--- src/include/uart_scope_defs.svh ---
// constants shared by the uart scope RTL: frame bytes, register map, reset values and widths
`ifndef UART_SCOPE_DEFS_SVH
`define UART_SCOPE_DEFS_SVH

// command frame is HDR0 HDR1 ADDR DATA_HI DATA_LO TAIL
`define UART_SCOPE_HDR0 8'h55
`define UART_SCOPE_HDR1 8'hA5
`define UART_SCOPE_TAIL 8'hF0

// register addresses on the internal write bus
`define UART_SCOPE_ADDR_CTRL 8'h00 // bit 0 run, bit 1 source
`define UART_SCOPE_ADDR_BAUD 8'h01 // clock cycles per uart bit
`define UART_SCOPE_ADDR_FREQ 8'h02 // dds phase step
`define UART_SCOPE_ADDR_WAVE 8'h03 // bit 0 selects triangle
`define UART_SCOPE_ADDR_CHAN 8'h04 // adc channel in bits 2:0

`define UART_SCOPE_BAUD_RST 16'd16 // short bit time keeps simulation quick
`define UART_SCOPE_FREQ_RST 16'h0100

`define UART_SCOPE_SAMPLE_W 12

`endif

--- src/hw/uart_scope_pkg.sv ---
// shared types of the uart scope, referenced by scoped name from every RTL block
`include "uart_scope_defs.svh"

package uart_scope_pkg;

	// single cycle write strobe bus from the parser to the config block
	typedef struct packed {
		logic        wr;   // one cycle write strobe
		logic [7:0]  addr;
		logic [15:0] data;
	} reg_wr_t;

	typedef enum logic {WAVE_SAW, WAVE_TRI} wave_e;

	typedef enum logic {SRC_DDS, SRC_ADC} src_e;

	typedef struct packed {
		logic        run;       // streaming enable
		src_e        src;
		logic [15:0] baud_div;  // cycles per bit for both uart directions
		logic [15:0] freq_word; // phase step per dds sample
		wave_e       wave;
		logic [2:0]  adc_chan;
	} scope_cfg_t;

	// a sample travels with its valid bit, ready comes back separately
	typedef struct packed {
		logic                           valid;
		logic [`UART_SCOPE_SAMPLE_W-1:0] data;
	} sample_t;

	typedef enum logic [2:0] {HDR0, HDR1, ADDR, DHI, DLO, TAIL} parse_state_e;

	typedef enum logic [1:0] {TX_IDLE, TX_START, TX_DATA, TX_STOP} tx_state_e;
	typedef enum logic [1:0] {RX_IDLE, RX_START, RX_DATA, RX_STOP} rx_state_e;

endpackage

--- src/hw/cmd_parser.sv ---
// command frame decoder, turns a checked six byte frame into one register bus write
`timescale 1ns/1ps
`include "uart_scope_defs.svh"

module cmd_parser (
	input  logic                    Clk,
	input  logic                    Rst_n,
	input  logic [7:0]              rx_byte,
	input  logic                    rx_done,
	output uart_scope_pkg::reg_wr_t reg_wr
);

	uart_scope_pkg::parse_state_e state;
	logic        wr_q;
	logic [7:0]  addr_q;  // gathered fields, only meaningful with the strobe
	logic [15:0] data_q;

	always_ff @(posedge Clk or negedge Rst_n) begin
		if (!Rst_n) begin
			state <= uart_scope_pkg::HDR0;
			wr_q  <= 1'b0;
		end else begin
			wr_q <= 1'b0;
			if (rx_done) begin
				case (state)
					uart_scope_pkg::HDR0:
						if (rx_byte == `UART_SCOPE_HDR0)
							state <= uart_scope_pkg::HDR1;
					uart_scope_pkg::HDR1:
						if (rx_byte == `UART_SCOPE_HDR1)
							state <= uart_scope_pkg::ADDR;
						else if (rx_byte != `UART_SCOPE_HDR0) // repeated 0x55 may still start a frame
							state <= uart_scope_pkg::HDR0;
					uart_scope_pkg::ADDR: state <= uart_scope_pkg::DHI;
					uart_scope_pkg::DHI:  state <= uart_scope_pkg::DLO;
					uart_scope_pkg::DLO:  state <= uart_scope_pkg::TAIL;
					default: begin
						wr_q  <= (rx_byte == `UART_SCOPE_TAIL); // bad trailer drops the whole frame
						state <= uart_scope_pkg::HDR0;
					end
				endcase
			end
		end
	end

	always_ff @(posedge Clk) begin
		if (rx_done) begin
			if (state == uart_scope_pkg::ADDR)
				addr_q <= rx_byte;
			if (state == uart_scope_pkg::DHI)
				data_q[15:8] <= rx_byte; // high byte is sent first
			if (state == uart_scope_pkg::DLO)
				data_q[7:0] <= rx_byte;
		end
	end

	assign reg_wr = '{wr: wr_q, addr: addr_q, data: data_q};

endmodule

--- src/hw/dds_gen.sv ---
// phase accumulator waveform source, offers one saw or triangle sample at a time on valid/ready
`timescale 1ns/1ps
`include "uart_scope_defs.svh"

module dds_gen (
	input  logic                    Clk,
	input  logic                    Rst_n,
	input  logic [15:0]             freq_word,
	input  uart_scope_pkg::wave_e   wave,
	output uart_scope_pkg::sample_t sample,
	input  logic                    ready
);

	logic [15:0]                     phase;
	logic [`UART_SCOPE_SAMPLE_W-1:0] wave_val;

	// triangle folds the lower half phase back down once bit 15 is set
	assign wave_val = (wave == uart_scope_pkg::WAVE_TRI) ?
	                  (phase[15] ? ~phase[14:3] : phase[14:3]) : phase[15:4];

	always_ff @(posedge Clk or negedge Rst_n) begin
		if (!Rst_n) begin
			phase        <= 16'd0;
			sample.valid <= 1'b1; // phase zero is ready right away
			sample.data  <= '0;   // both waveforms start at zero
		end else if (sample.valid) begin
			if (ready) begin
				phase        <= phase + freq_word;
				sample.valid <= 1'b0;
			end
		end else begin
			// data is captured once so a wave change cannot alter an offered sample
			sample.data  <= wave_val;
			sample.valid <= 1'b1;
		end
	end

	// an offered sample holds until the streamer takes it
	a_hold: assert property (@(posedge Clk) disable iff (!Rst_n)
		sample.valid && !ready |=> sample.valid && $stable(sample.data));

endmodule

--- src/hw/sample_streamer.sv ---
// picks the sample source and hands the upper byte of each accepted sample to the transmitter
`timescale 1ns/1ps

module sample_streamer (
	input  logic                    Clk,
	input  logic                    Rst_n,
	input  logic                    run,
	input  uart_scope_pkg::src_e    src,
	input  uart_scope_pkg::sample_t dds_sample,
	output logic                    dds_ready,
	input  uart_scope_pkg::sample_t adc_sample,
	output logic                    adc_ready,
	input  logic                    tx_busy,
	output logic                    tx_start,
	output logic [7:0]              tx_byte
);

	uart_scope_pkg::sample_t sel;
	logic take;      // ready toward the selected source
	logic xfer;

	assign sel = (src == uart_scope_pkg::SRC_ADC) ? adc_sample : dds_sample;

	// tx_start covers the one cycle before tx_busy rises, so the streamer is idle otherwise
	assign take = run && !tx_start && !tx_busy;
	assign xfer = take && sel.valid;

	assign dds_ready = take && (src == uart_scope_pkg::SRC_DDS); // unselected source is held
	assign adc_ready = take && (src == uart_scope_pkg::SRC_ADC);

	always_ff @(posedge Clk or negedge Rst_n) begin
		if (!Rst_n)
			tx_start <= 1'b0;
		else
			tx_start <= xfer; // one cycle pulse after the handshake
	end

	always_ff @(posedge Clk) begin
		if (xfer)
			tx_byte <= sel.data[11:4]; // only the top 8 bits go over the wire
	end

endmodule

--- src/hw/scope_regs.sv ---
// configuration registers, decode bus writes into the settings used by the streaming logic
`timescale 1ns/1ps
`include "uart_scope_defs.svh"

module scope_regs (
	input  logic                       Clk,
	input  logic                       Rst_n,
	input  uart_scope_pkg::reg_wr_t    reg_wr,
	output uart_scope_pkg::scope_cfg_t cfg
);

	always_ff @(posedge Clk or negedge Rst_n) begin
		if (!Rst_n) begin
			cfg.run       <= 1'b0; // streaming stays off until the host asks
			cfg.src       <= uart_scope_pkg::SRC_DDS;
			cfg.baud_div  <= `UART_SCOPE_BAUD_RST;
			cfg.freq_word <= `UART_SCOPE_FREQ_RST;
			cfg.wave      <= uart_scope_pkg::WAVE_SAW;
			cfg.adc_chan  <= 3'd0;
		end else if (reg_wr.wr) begin
			case (reg_wr.addr)
				`UART_SCOPE_ADDR_CTRL: begin
					cfg.run <= reg_wr.data[0];
					cfg.src <= uart_scope_pkg::src_e'(reg_wr.data[1]);
				end
				`UART_SCOPE_ADDR_BAUD: cfg.baud_div  <= reg_wr.data; // used from the next byte
				`UART_SCOPE_ADDR_FREQ: cfg.freq_word <= reg_wr.data;
				`UART_SCOPE_ADDR_WAVE: cfg.wave <= uart_scope_pkg::wave_e'(reg_wr.data[0]);
				`UART_SCOPE_ADDR_CHAN: cfg.adc_chan  <= reg_wr.data[2:0];
				default: ; // other addresses have no register behind them
			endcase
		end
	end

endmodule

--- src/hw/uart_rx.sv ---
// uart byte receiver, samples each bit in its middle at the divisor latched at the start edge
`timescale 1ns/1ps

module uart_rx (
	input  logic        Clk,
	input  logic        Rst_n,
	input  logic        rx,
	input  logic [15:0] baud_div,
	output logic [7:0]  rx_byte,
	output logic        rx_done
);

	uart_scope_pkg::rx_state_e state;
	logic [1:0]  rx_sync;  // two flop synchronizer, line idles high
	logic        rx_prev;
	logic        rx_fall;
	logic [15:0] div_q;    // held for the whole byte so a baud change waits for the next one
	logic [15:0] cnt;
	logic [2:0]  bit_idx;
	logic [7:0]  shreg;
	logic        sample;

	assign rx_fall = rx_prev && !rx_sync[1];

	// start bit is checked at half a bit, every later bit one full bit after that
	assign sample = (state == uart_scope_pkg::RX_START) ? (cnt == (div_q >> 1) - 16'd1)
	                                                    : (cnt == div_q - 16'd1);

	always_ff @(posedge Clk or negedge Rst_n) begin
		if (!Rst_n) begin
			rx_sync <= 2'b11;
			rx_prev <= 1'b1;
		end else begin
			rx_sync <= {rx_sync[0], rx};
			rx_prev <= rx_sync[1];
		end
	end

	always_ff @(posedge Clk or negedge Rst_n) begin
		if (!Rst_n) begin
			state   <= uart_scope_pkg::RX_IDLE;
			cnt     <= 16'd0;
			bit_idx <= 3'd0;
			rx_done <= 1'b0;
		end else begin
			rx_done <= 1'b0; // pulse only
			cnt     <= sample ? 16'd0 : cnt + 16'd1;
			case (state)
				uart_scope_pkg::RX_IDLE: begin
					cnt <= 16'd0;
					if (rx_fall)
						state <= uart_scope_pkg::RX_START;
				end
				uart_scope_pkg::RX_START: if (sample) begin
					bit_idx <= 3'd0;
					// a high line at mid start bit was a glitch
					state   <= rx_sync[1] ? uart_scope_pkg::RX_IDLE : uart_scope_pkg::RX_DATA;
				end
				uart_scope_pkg::RX_DATA: if (sample) begin
					bit_idx <= bit_idx + 3'd1;
					if (bit_idx == 3'd7)
						state <= uart_scope_pkg::RX_STOP;
				end
				default: if (sample) begin
					rx_done <= rx_sync[1]; // low stop bit drops the byte
					state   <= uart_scope_pkg::RX_IDLE;
				end
			endcase
		end
	end

	always_ff @(posedge Clk) begin
		if (state == uart_scope_pkg::RX_IDLE && rx_fall)
			div_q <= baud_div;
		if (state == uart_scope_pkg::RX_DATA && sample)
			shreg <= {rx_sync[1], shreg[7:1]}; // lsb arrives first
	end

	assign rx_byte = shreg;

	// each received byte gives exactly one isolated done pulse
	a_done_single: assert property (@(posedge Clk) disable iff (!Rst_n) rx_done |=> !rx_done);

endmodule

--- src/hw/uart_scope.sv ---
// top level of the serial scope: uart command path, config registers, sources and byte stream
`timescale 1ns/1ps

module uart_scope (
	input  logic        Clk,
	input  logic        Rst_n,
	input  logic        rs232_rx,
	output logic        rs232_tx,
	input  logic [11:0] adc_data,
	input  logic        adc_valid,
	output logic        adc_ready,
	output logic [2:0]  adc_chan
);

	logic [7:0]                 rx_byte;
	logic                       rx_done;
	uart_scope_pkg::reg_wr_t    reg_wr;
	uart_scope_pkg::scope_cfg_t cfg;
	uart_scope_pkg::sample_t    dds_sample;
	uart_scope_pkg::sample_t    adc_sample;
	logic                       dds_ready;
	logic                       tx_start;
	logic [7:0]                 tx_byte;
	logic                       tx_busy;

	// external adc port enters as a regular sample
	assign adc_sample = '{valid: adc_valid, data: adc_data};
	assign adc_chan   = cfg.adc_chan;

	uart_rx u_rx (.Clk, .Rst_n, .rx(rs232_rx), .baud_div(cfg.baud_div), .rx_byte, .rx_done);

	cmd_parser u_parser (.Clk, .Rst_n, .rx_byte, .rx_done, .reg_wr);

	scope_regs u_regs (.Clk, .Rst_n, .reg_wr, .cfg);

	dds_gen u_dds (
		.Clk, .Rst_n,
		.freq_word(cfg.freq_word), .wave(cfg.wave),
		.sample(dds_sample), .ready(dds_ready)
	);

	sample_streamer u_stream (
		.Clk, .Rst_n,
		.run(cfg.run), .src(cfg.src),
		.dds_sample, .dds_ready, .adc_sample, .adc_ready,
		.tx_busy, .tx_start, .tx_byte
	);

	uart_tx u_tx (
		.Clk, .Rst_n, .baud_div(cfg.baud_div),
		.tx_start, .tx_byte, .tx(rs232_tx), .tx_busy
	);

endmodule

--- src/hw/uart_tx.sv ---
// uart byte transmitter, sends start, 8 data bits lsb first and stop, busy for the whole frame
`timescale 1ns/1ps

module uart_tx (
	input  logic        Clk,
	input  logic        Rst_n,
	input  logic [15:0] baud_div,
	input  logic        tx_start,
	input  logic [7:0]  tx_byte,
	output logic        tx,
	output logic        tx_busy
);

	uart_scope_pkg::tx_state_e state;
	logic [15:0] div_q;   // divisor of the byte in flight
	logic [15:0] cnt;
	logic [2:0]  bit_idx;
	logic [7:0]  shreg;
	logic        load;
	logic        bit_end;
	logic        shift;

	assign load    = (state == uart_scope_pkg::TX_IDLE) && tx_start;
	assign bit_end = (cnt == div_q - 16'd1);
	assign shift   = bit_end && (state == uart_scope_pkg::TX_START ||
	                             state == uart_scope_pkg::TX_DATA);

	always_ff @(posedge Clk or negedge Rst_n) begin
		if (!Rst_n) begin
			state   <= uart_scope_pkg::TX_IDLE;
			cnt     <= 16'd0;
			bit_idx <= 3'd0;
			tx      <= 1'b1; // line idles high
		end else begin
			cnt <= (bit_end || state == uart_scope_pkg::TX_IDLE) ? 16'd0 : cnt + 16'd1;
			case (state)
				uart_scope_pkg::TX_IDLE: if (tx_start) begin
					tx    <= 1'b0; // start bit
					state <= uart_scope_pkg::TX_START;
				end
				uart_scope_pkg::TX_START: if (bit_end) begin
					tx      <= shreg[0];
					bit_idx <= 3'd0;
					state   <= uart_scope_pkg::TX_DATA;
				end
				uart_scope_pkg::TX_DATA: if (bit_end) begin
					tx      <= shreg[0]; // ones shifted in make this the stop level after bit 7
					bit_idx <= bit_idx + 3'd1;
					if (bit_idx == 3'd7)
						state <= uart_scope_pkg::TX_STOP;
				end
				default: if (bit_end)
					state <= uart_scope_pkg::TX_IDLE;
			endcase
		end
	end

	always_ff @(posedge Clk) begin
		if (load) begin
			shreg <= tx_byte;
			div_q <= baud_div;
		end else if (shift) begin
			shreg <= {1'b1, shreg[7:1]};
		end
	end

	assign tx_busy = (state != uart_scope_pkg::TX_IDLE);

	// the streamer must wait for the frame to finish before the next byte
	a_no_start_busy: assert property (@(posedge Clk) disable iff (!Rst_n) tx_start |-> !tx_busy);

endmodule

--- config.mk ---
export PLATFORM = sky130hd
export DESIGN_NAME = uart_scope
export DESIGN_NICKNAME = d
export VERILOG_FILES = /design/src/hw/uart_scope_pkg.sv /design/src/hw/cmd_parser.sv /design/src/hw/dds_gen.sv /design/src/hw/sample_streamer.sv /design/src/hw/scope_regs.sv /design/src/hw/uart_rx.sv /design/src/hw/uart_scope.sv /design/src/hw/uart_tx.sv
export VERILOG_INCLUDE_DIRS = /design/src /design/src/include
export SDC_FILE = /design/constraint.sdc
export NUM_CORES = 1
export LEC_CHECK = 0
export ABC_AREA = 1
export BUFFER_PORTS_ARGS = -buffer_cell sky130_fd_sc_hd__buf_2
export CAP_MARGIN = 40
export CORE_ASPECT_RATIO = 1.25
export CORE_MARGIN = 5
export CORE_UTILIZATION = 35
export DETAILED_ROUTE_END_ITERATION = 10
export MAX_ROUTING_LAYER = met4
export PLACE_DENSITY = 0.48
export SETUP_SLACK_MARGIN = 0.15
export SKIP_LAST_GASP = 1
export SLEW_MARGIN = 20
export SYNTH_ARGS = -nofsm -noshare
export SYNTH_HDL_FRONTEND = slang
export SYNTH_SLANG_ARGS = --single-unit
--- constraint.sdc ---
create_clock -name Clk -period 7.32 [get_ports Clk]
set_input_delay 1.83 -clock Clk [delete_from_list [all_inputs] [get_ports Clk]]
set_output_delay 1.83 -clock Clk [all_outputs]
set_load 0.01 [all_outputs]
==> metrics.md <==
| Metric | Value |
|---|---|
| Seq pwr share | `0.441` |
| XOR/XNOR share of the synthesized area | `0.0418` |
| IO Pins | `21` |
| Power per cell area | `236 mW/mm^2` |
| Logic pwr share | `0.220` |
| CP Cell Sequence | `inv_1, ha_1, inv_1, nor2_1, nand2_1, nor2_1, buf_2` |
| Peak supply drop | `roughly 0.00015 V` |
| Mean routed wirelength per cell | `~13 um` |
| Layout Nets | `about 1200` |
| Static leakage | `4.96 nW` |
| Sequential share of the synthesized area | `0.516` |
| Status | `completed` |
| Iter 0 DRT Violations | `320` |
| Crit path largest cell delay | `~0.41 ns` |
| CTS root buffer | `clkbuf_16` |
| Die ar. | `between 0.03 and 0.04 sq mm` |
| TritonCTS buffer count | `17` |
| Worst Path Max Fanout | `4` |
| Synth Cell Area | `0.0103 sq mm` |
| Library cells used by synthesis | `44` |
| Post-route ant nets | `0` |
| Fin. Hold Viols | `0` |
| Largest net degree at the start of global routing | `53` |
| Final routed DRC violation total | `0` |
| Min Tclk post-route | `between 3 and 4 ns` |
| CTS H-tree lvls | `4` |
| Worst-Margin Slew | `approximately 0.75 ns` |
| Fraction of layout cells with a size suffix above 1 | `0.0995` |
| Avg Synthesized Cell Area | `8.74 sq um` |
| Fmax | `0.273 GHz` |
| Critical Path Start Type | `flop` |
| Int Pwr | `about 1.8 mW` |
| Adder-Cell Fraction of Synth Area | `0.0386` |
| Clock latency at the later pin of the worst-skew pair | `between 0.4 and 0.5 ns` |
| Synth Area in Compound Gates | `0.0797` |
| Main combinational cell family by area after synthesis | `simple AND/OR/NAND/NOR gates` |
| GRT overflow | `0` |
| Setup bufs post-CTS | `0` |
| Crit path DAT | `1.83 ns` |
| Routability cong. | `around 0.90` |
| Clock Path Buffers | `2` |
| Fin. max-slew vios | `0` |
| DR vias | `7337` |
| Antenna violations before repair | `0` |
| CTS tree | `done` |
| CTS sink cnt | `about 200` |
| Sw Ratio | `0.324` |
| Simple-gate share of the synthesized area | `0.262` |
| Syn. warnings | `0` |
| Final Util | `0.390` |
| Syn Nets | `1221` |
| Bufs and invs on worst path | `3` |
| Slew margin rel. | `0.498` |
| Switching pwr | `slightly below 900 uW` |
| Routed vias/inst | `~4.6` |
| Initial Utilization | `0.353` |
| Period utilization | `0.500` |
| Routed WL | `approximately 21 mm` |
| Met2 usage in global routing | `0.238` |
| Total core area | `slightly below 0.03 sq mm` |
| FF+latch count, synth | `~200` |
| Dpl hpwl | `about 16 mm` |
| Synth-to-Final Area Change | `10.6%` |
| Number of global-route vias before repair | `between 7000 and 8000` |
| Met1 global-route usage | `0.174` |
| Clk pwr share | `0.338` |
| Die width | `163 um` |
| ANT cells | `0` |
| Setup violations, final | `0` |
| RSZ-0062 raised after global routing | `false` |
| Slowest-stage cell, CP | `dfrtp_1` |
| FILL cells | `around 3000` |
| Mapped Cells | `1174` |
| CTS hold repair buffers | `0` |
| Post-route setup TNS | `0 ns` |
| Die height | `201 um` |
| Multiplexer share of the synthesized area | `0` |
| Busiest grt layer | `met2` |
| Port Buffers | `16` |
| # rows | `70` |
| Crit end category | `primary output` |
| CTS clk-pin slew, worst paths | `roughly 0.07 ns` |
| GR Util met3 | `0.0221` |
| GRT Util Overall | `0.141` |
| HP Class | `reg2reg` |
| First-pass GRT wire length | `36.2 mm` |
| 1st-pass router iterations | `5` |
| CP Class | `reg2out` |
| Clock Skews | `0.00963 ns` |
| Critical Path RT | `roughly 5.5 ns` |
| Maxcap violations | `0` |
| PostCTS Resize Cnt | `0` |
| Worst path top cell family by delay | `simple AND/OR/NAND/NOR gates` |
## stage by stage
step | setup slack, ns | instances | total power, mW | hold WS, ns | area [sq um]
4_1_cts | 3.61 | 1601 | 2.71 | 0.359 | 11300
5_1_grt | 3.39 | 1602 | 2.85 | 0.368 | 11300
3_3_place_gp | 3.76 | 1566 | 1.79 | 0.347 | 10700
2_1_floorplan | 4.43 | 1174 | 1.70 | 0.345 | 10300
6_report | 3.66 | 1602 | 2.67 | 0.358 | 11300
3_5_place_dp | 3.74 | 1569 | 1.80 | 0.350 | 10800
## logic make-up (layout without fill, tap and decap cells)
group | after synthesis | after routing
AOI/OAI and AO/OA | 155 | 155
buffers and inverters | 152 | 184
DFF | 195 | 195
and+or+nand+nor | 592 | 592
adders and majority gates | 31 | 31
xor gates and xnor gates | 49 | 49
## layout make-up
type,instances,area [sq um],share of cell area
Timing Repair Buffer,25,191,0.0169
Sequential cell,195,5290,0.466
Clock inverter,14,125,0.0110
Tap cell,396,495,0.0437
Inverter,127,482,0.0425
Clock buffer,18,429,0.0378
Multi-Input combinational cell,827,4330,0.382
## registers in the layout, indices dropped and copies added, names as in the netlist, 8 cells and up
| name | count |
|---|---|
| u_parser.data_q | 16 |
| u_dds.sample | 9 |
| u_tx.cnt | 16 |
| u_rx.rx_byte | 8 |
| u_tx.div_q | 16 |
| u_stream.tx_byte | 8 |
| u_regs.cfg | 38 |
| u_tx.shreg | 8 |
| u_rx.cnt | 16 |
| u_parser.addr_q | 8 |
| u_rx.div_q | 16 |
| u_dds.phase | 16 |
## path summary, 6_finish.rpt
| kind | startpoint | endpoint | slack [ns] | cells after the start |
|---|---|---|---|---|
| max | u_tx.state[0] | adc_ready | 3.66 | 7 |
| min | u_rx.rx_sync[0] | u_rx.rx_sync[1] | 0.36 | 0 |
| max reg2reg | u_rx.state[1] | u_rx.rx_byte[4] | 3.72 | 16 |
| min reg2reg | u_rx.rx_sync[0] | u_rx.rx_sync[1] | 0.36 | 0 |
| max in group asynchronous | Rst_n | u_regs.cfg[12] | 4.77 | 3 |
| min in group asynchronous | Rst_n | u_dds.phase[6] | 1.41 | 1 |
## worst reg2reg max path: stages, from the launching register on
cell and delay (ns):
dfrtp_1 0.39, inv_1 0.10, ha_1 0.20, buf_4 0.22
inv_6 0.21, nand2_1 0.11, nand2_1 0.18, ha_1 0.25
nand3_2 0.17, nor2_4 0.22, nand2_1 0.07, nand2_1 0.13
and3_1 0.16, nand2_1 0.07, nor3_1 0.27, nand4_1 0.19
inv_1 0.31
## synth_stat cells (all sizes together)
| library cell | count | share of area |
|---|---|---|
| or2 | 8 | 0.0049 |
| a31oi | 4 | 0.0024 |
| ha | 30 | 0.037 |
| buf | 11 | 0.010 |
| nor2 | 120 | 0.051 |
| a21o | 2 | 0.0015 |
| fa | 1 | 0.0020 |
| and3 | 3 | 0.0018 |
| a21boi | 1 | 0.00073 |
| inv | 126 | 0.047 |
| o21ai | 76 | 0.037 |
| xor2 | 37 | 0.032 |
| o31ai | 2 | 0.0015 |
| clkbuf | 14 | 0.0051 |
| o21bai | 2 | 0.0015 |
| nand3b | 7 | 0.0051 |
| edfxtp | 80 | 0.23 |
| nor3 | 21 | 0.012 |
| dfstp | 7 | 0.018 |
| nor3b | 12 | 0.0088 |
| a22oi | 7 | 0.0051 |
| nor4 | 7 | 0.0049 |
| dfrtp | 108 | 0.26 |
| nand2 | 339 | 0.13 |
| clkinv | 1 | 0.00037 |
| nand3 | 58 | 0.030 |
| a21oi | 60 | 0.029 |
| o22ai | 1 | 0.00061 |
| xnor2 | 12 | 0.010 |
| nand4 | 17 | 0.010 |
## routing by layer
metal / vias up / share of wire
met5: - / 0
met4: 0 / 0.017
met3: 23 / 0.019
met2: 60 / 0.50
met1: 3371 / 0.46
li1: 3883 / -
## power groups by stage
stage / registers, mW / logic (mW) / clock network [mW]
floorplan: 1.20 / 0.501 / 0
global placement: 1.20 / 0.589 / 0
detailed placement: 1.20 / 0.594 / 0
CTS: 1.18 / 0.597 / 0.938
global route: 1.18 / 0.678 / 0.988
finish: 1.18 / 0.589 / 0.905
## cell usage in the layout, fill, tap and decap left out, types with 16 or more instances in the layout
cell	n
o21ai_0	72
nor3_1	18
xor2_1	37
inv_1	124
nand2_1	313
nand3_1	56
clkbuf_16	17
buf_2	16
nand4_1	17
edfxtp_1	80
dfrtp_1	108
nand2_2	19
nor2_1	105
a21oi_1	60
ha_1	30
Power figures use the tool's default switching activity.
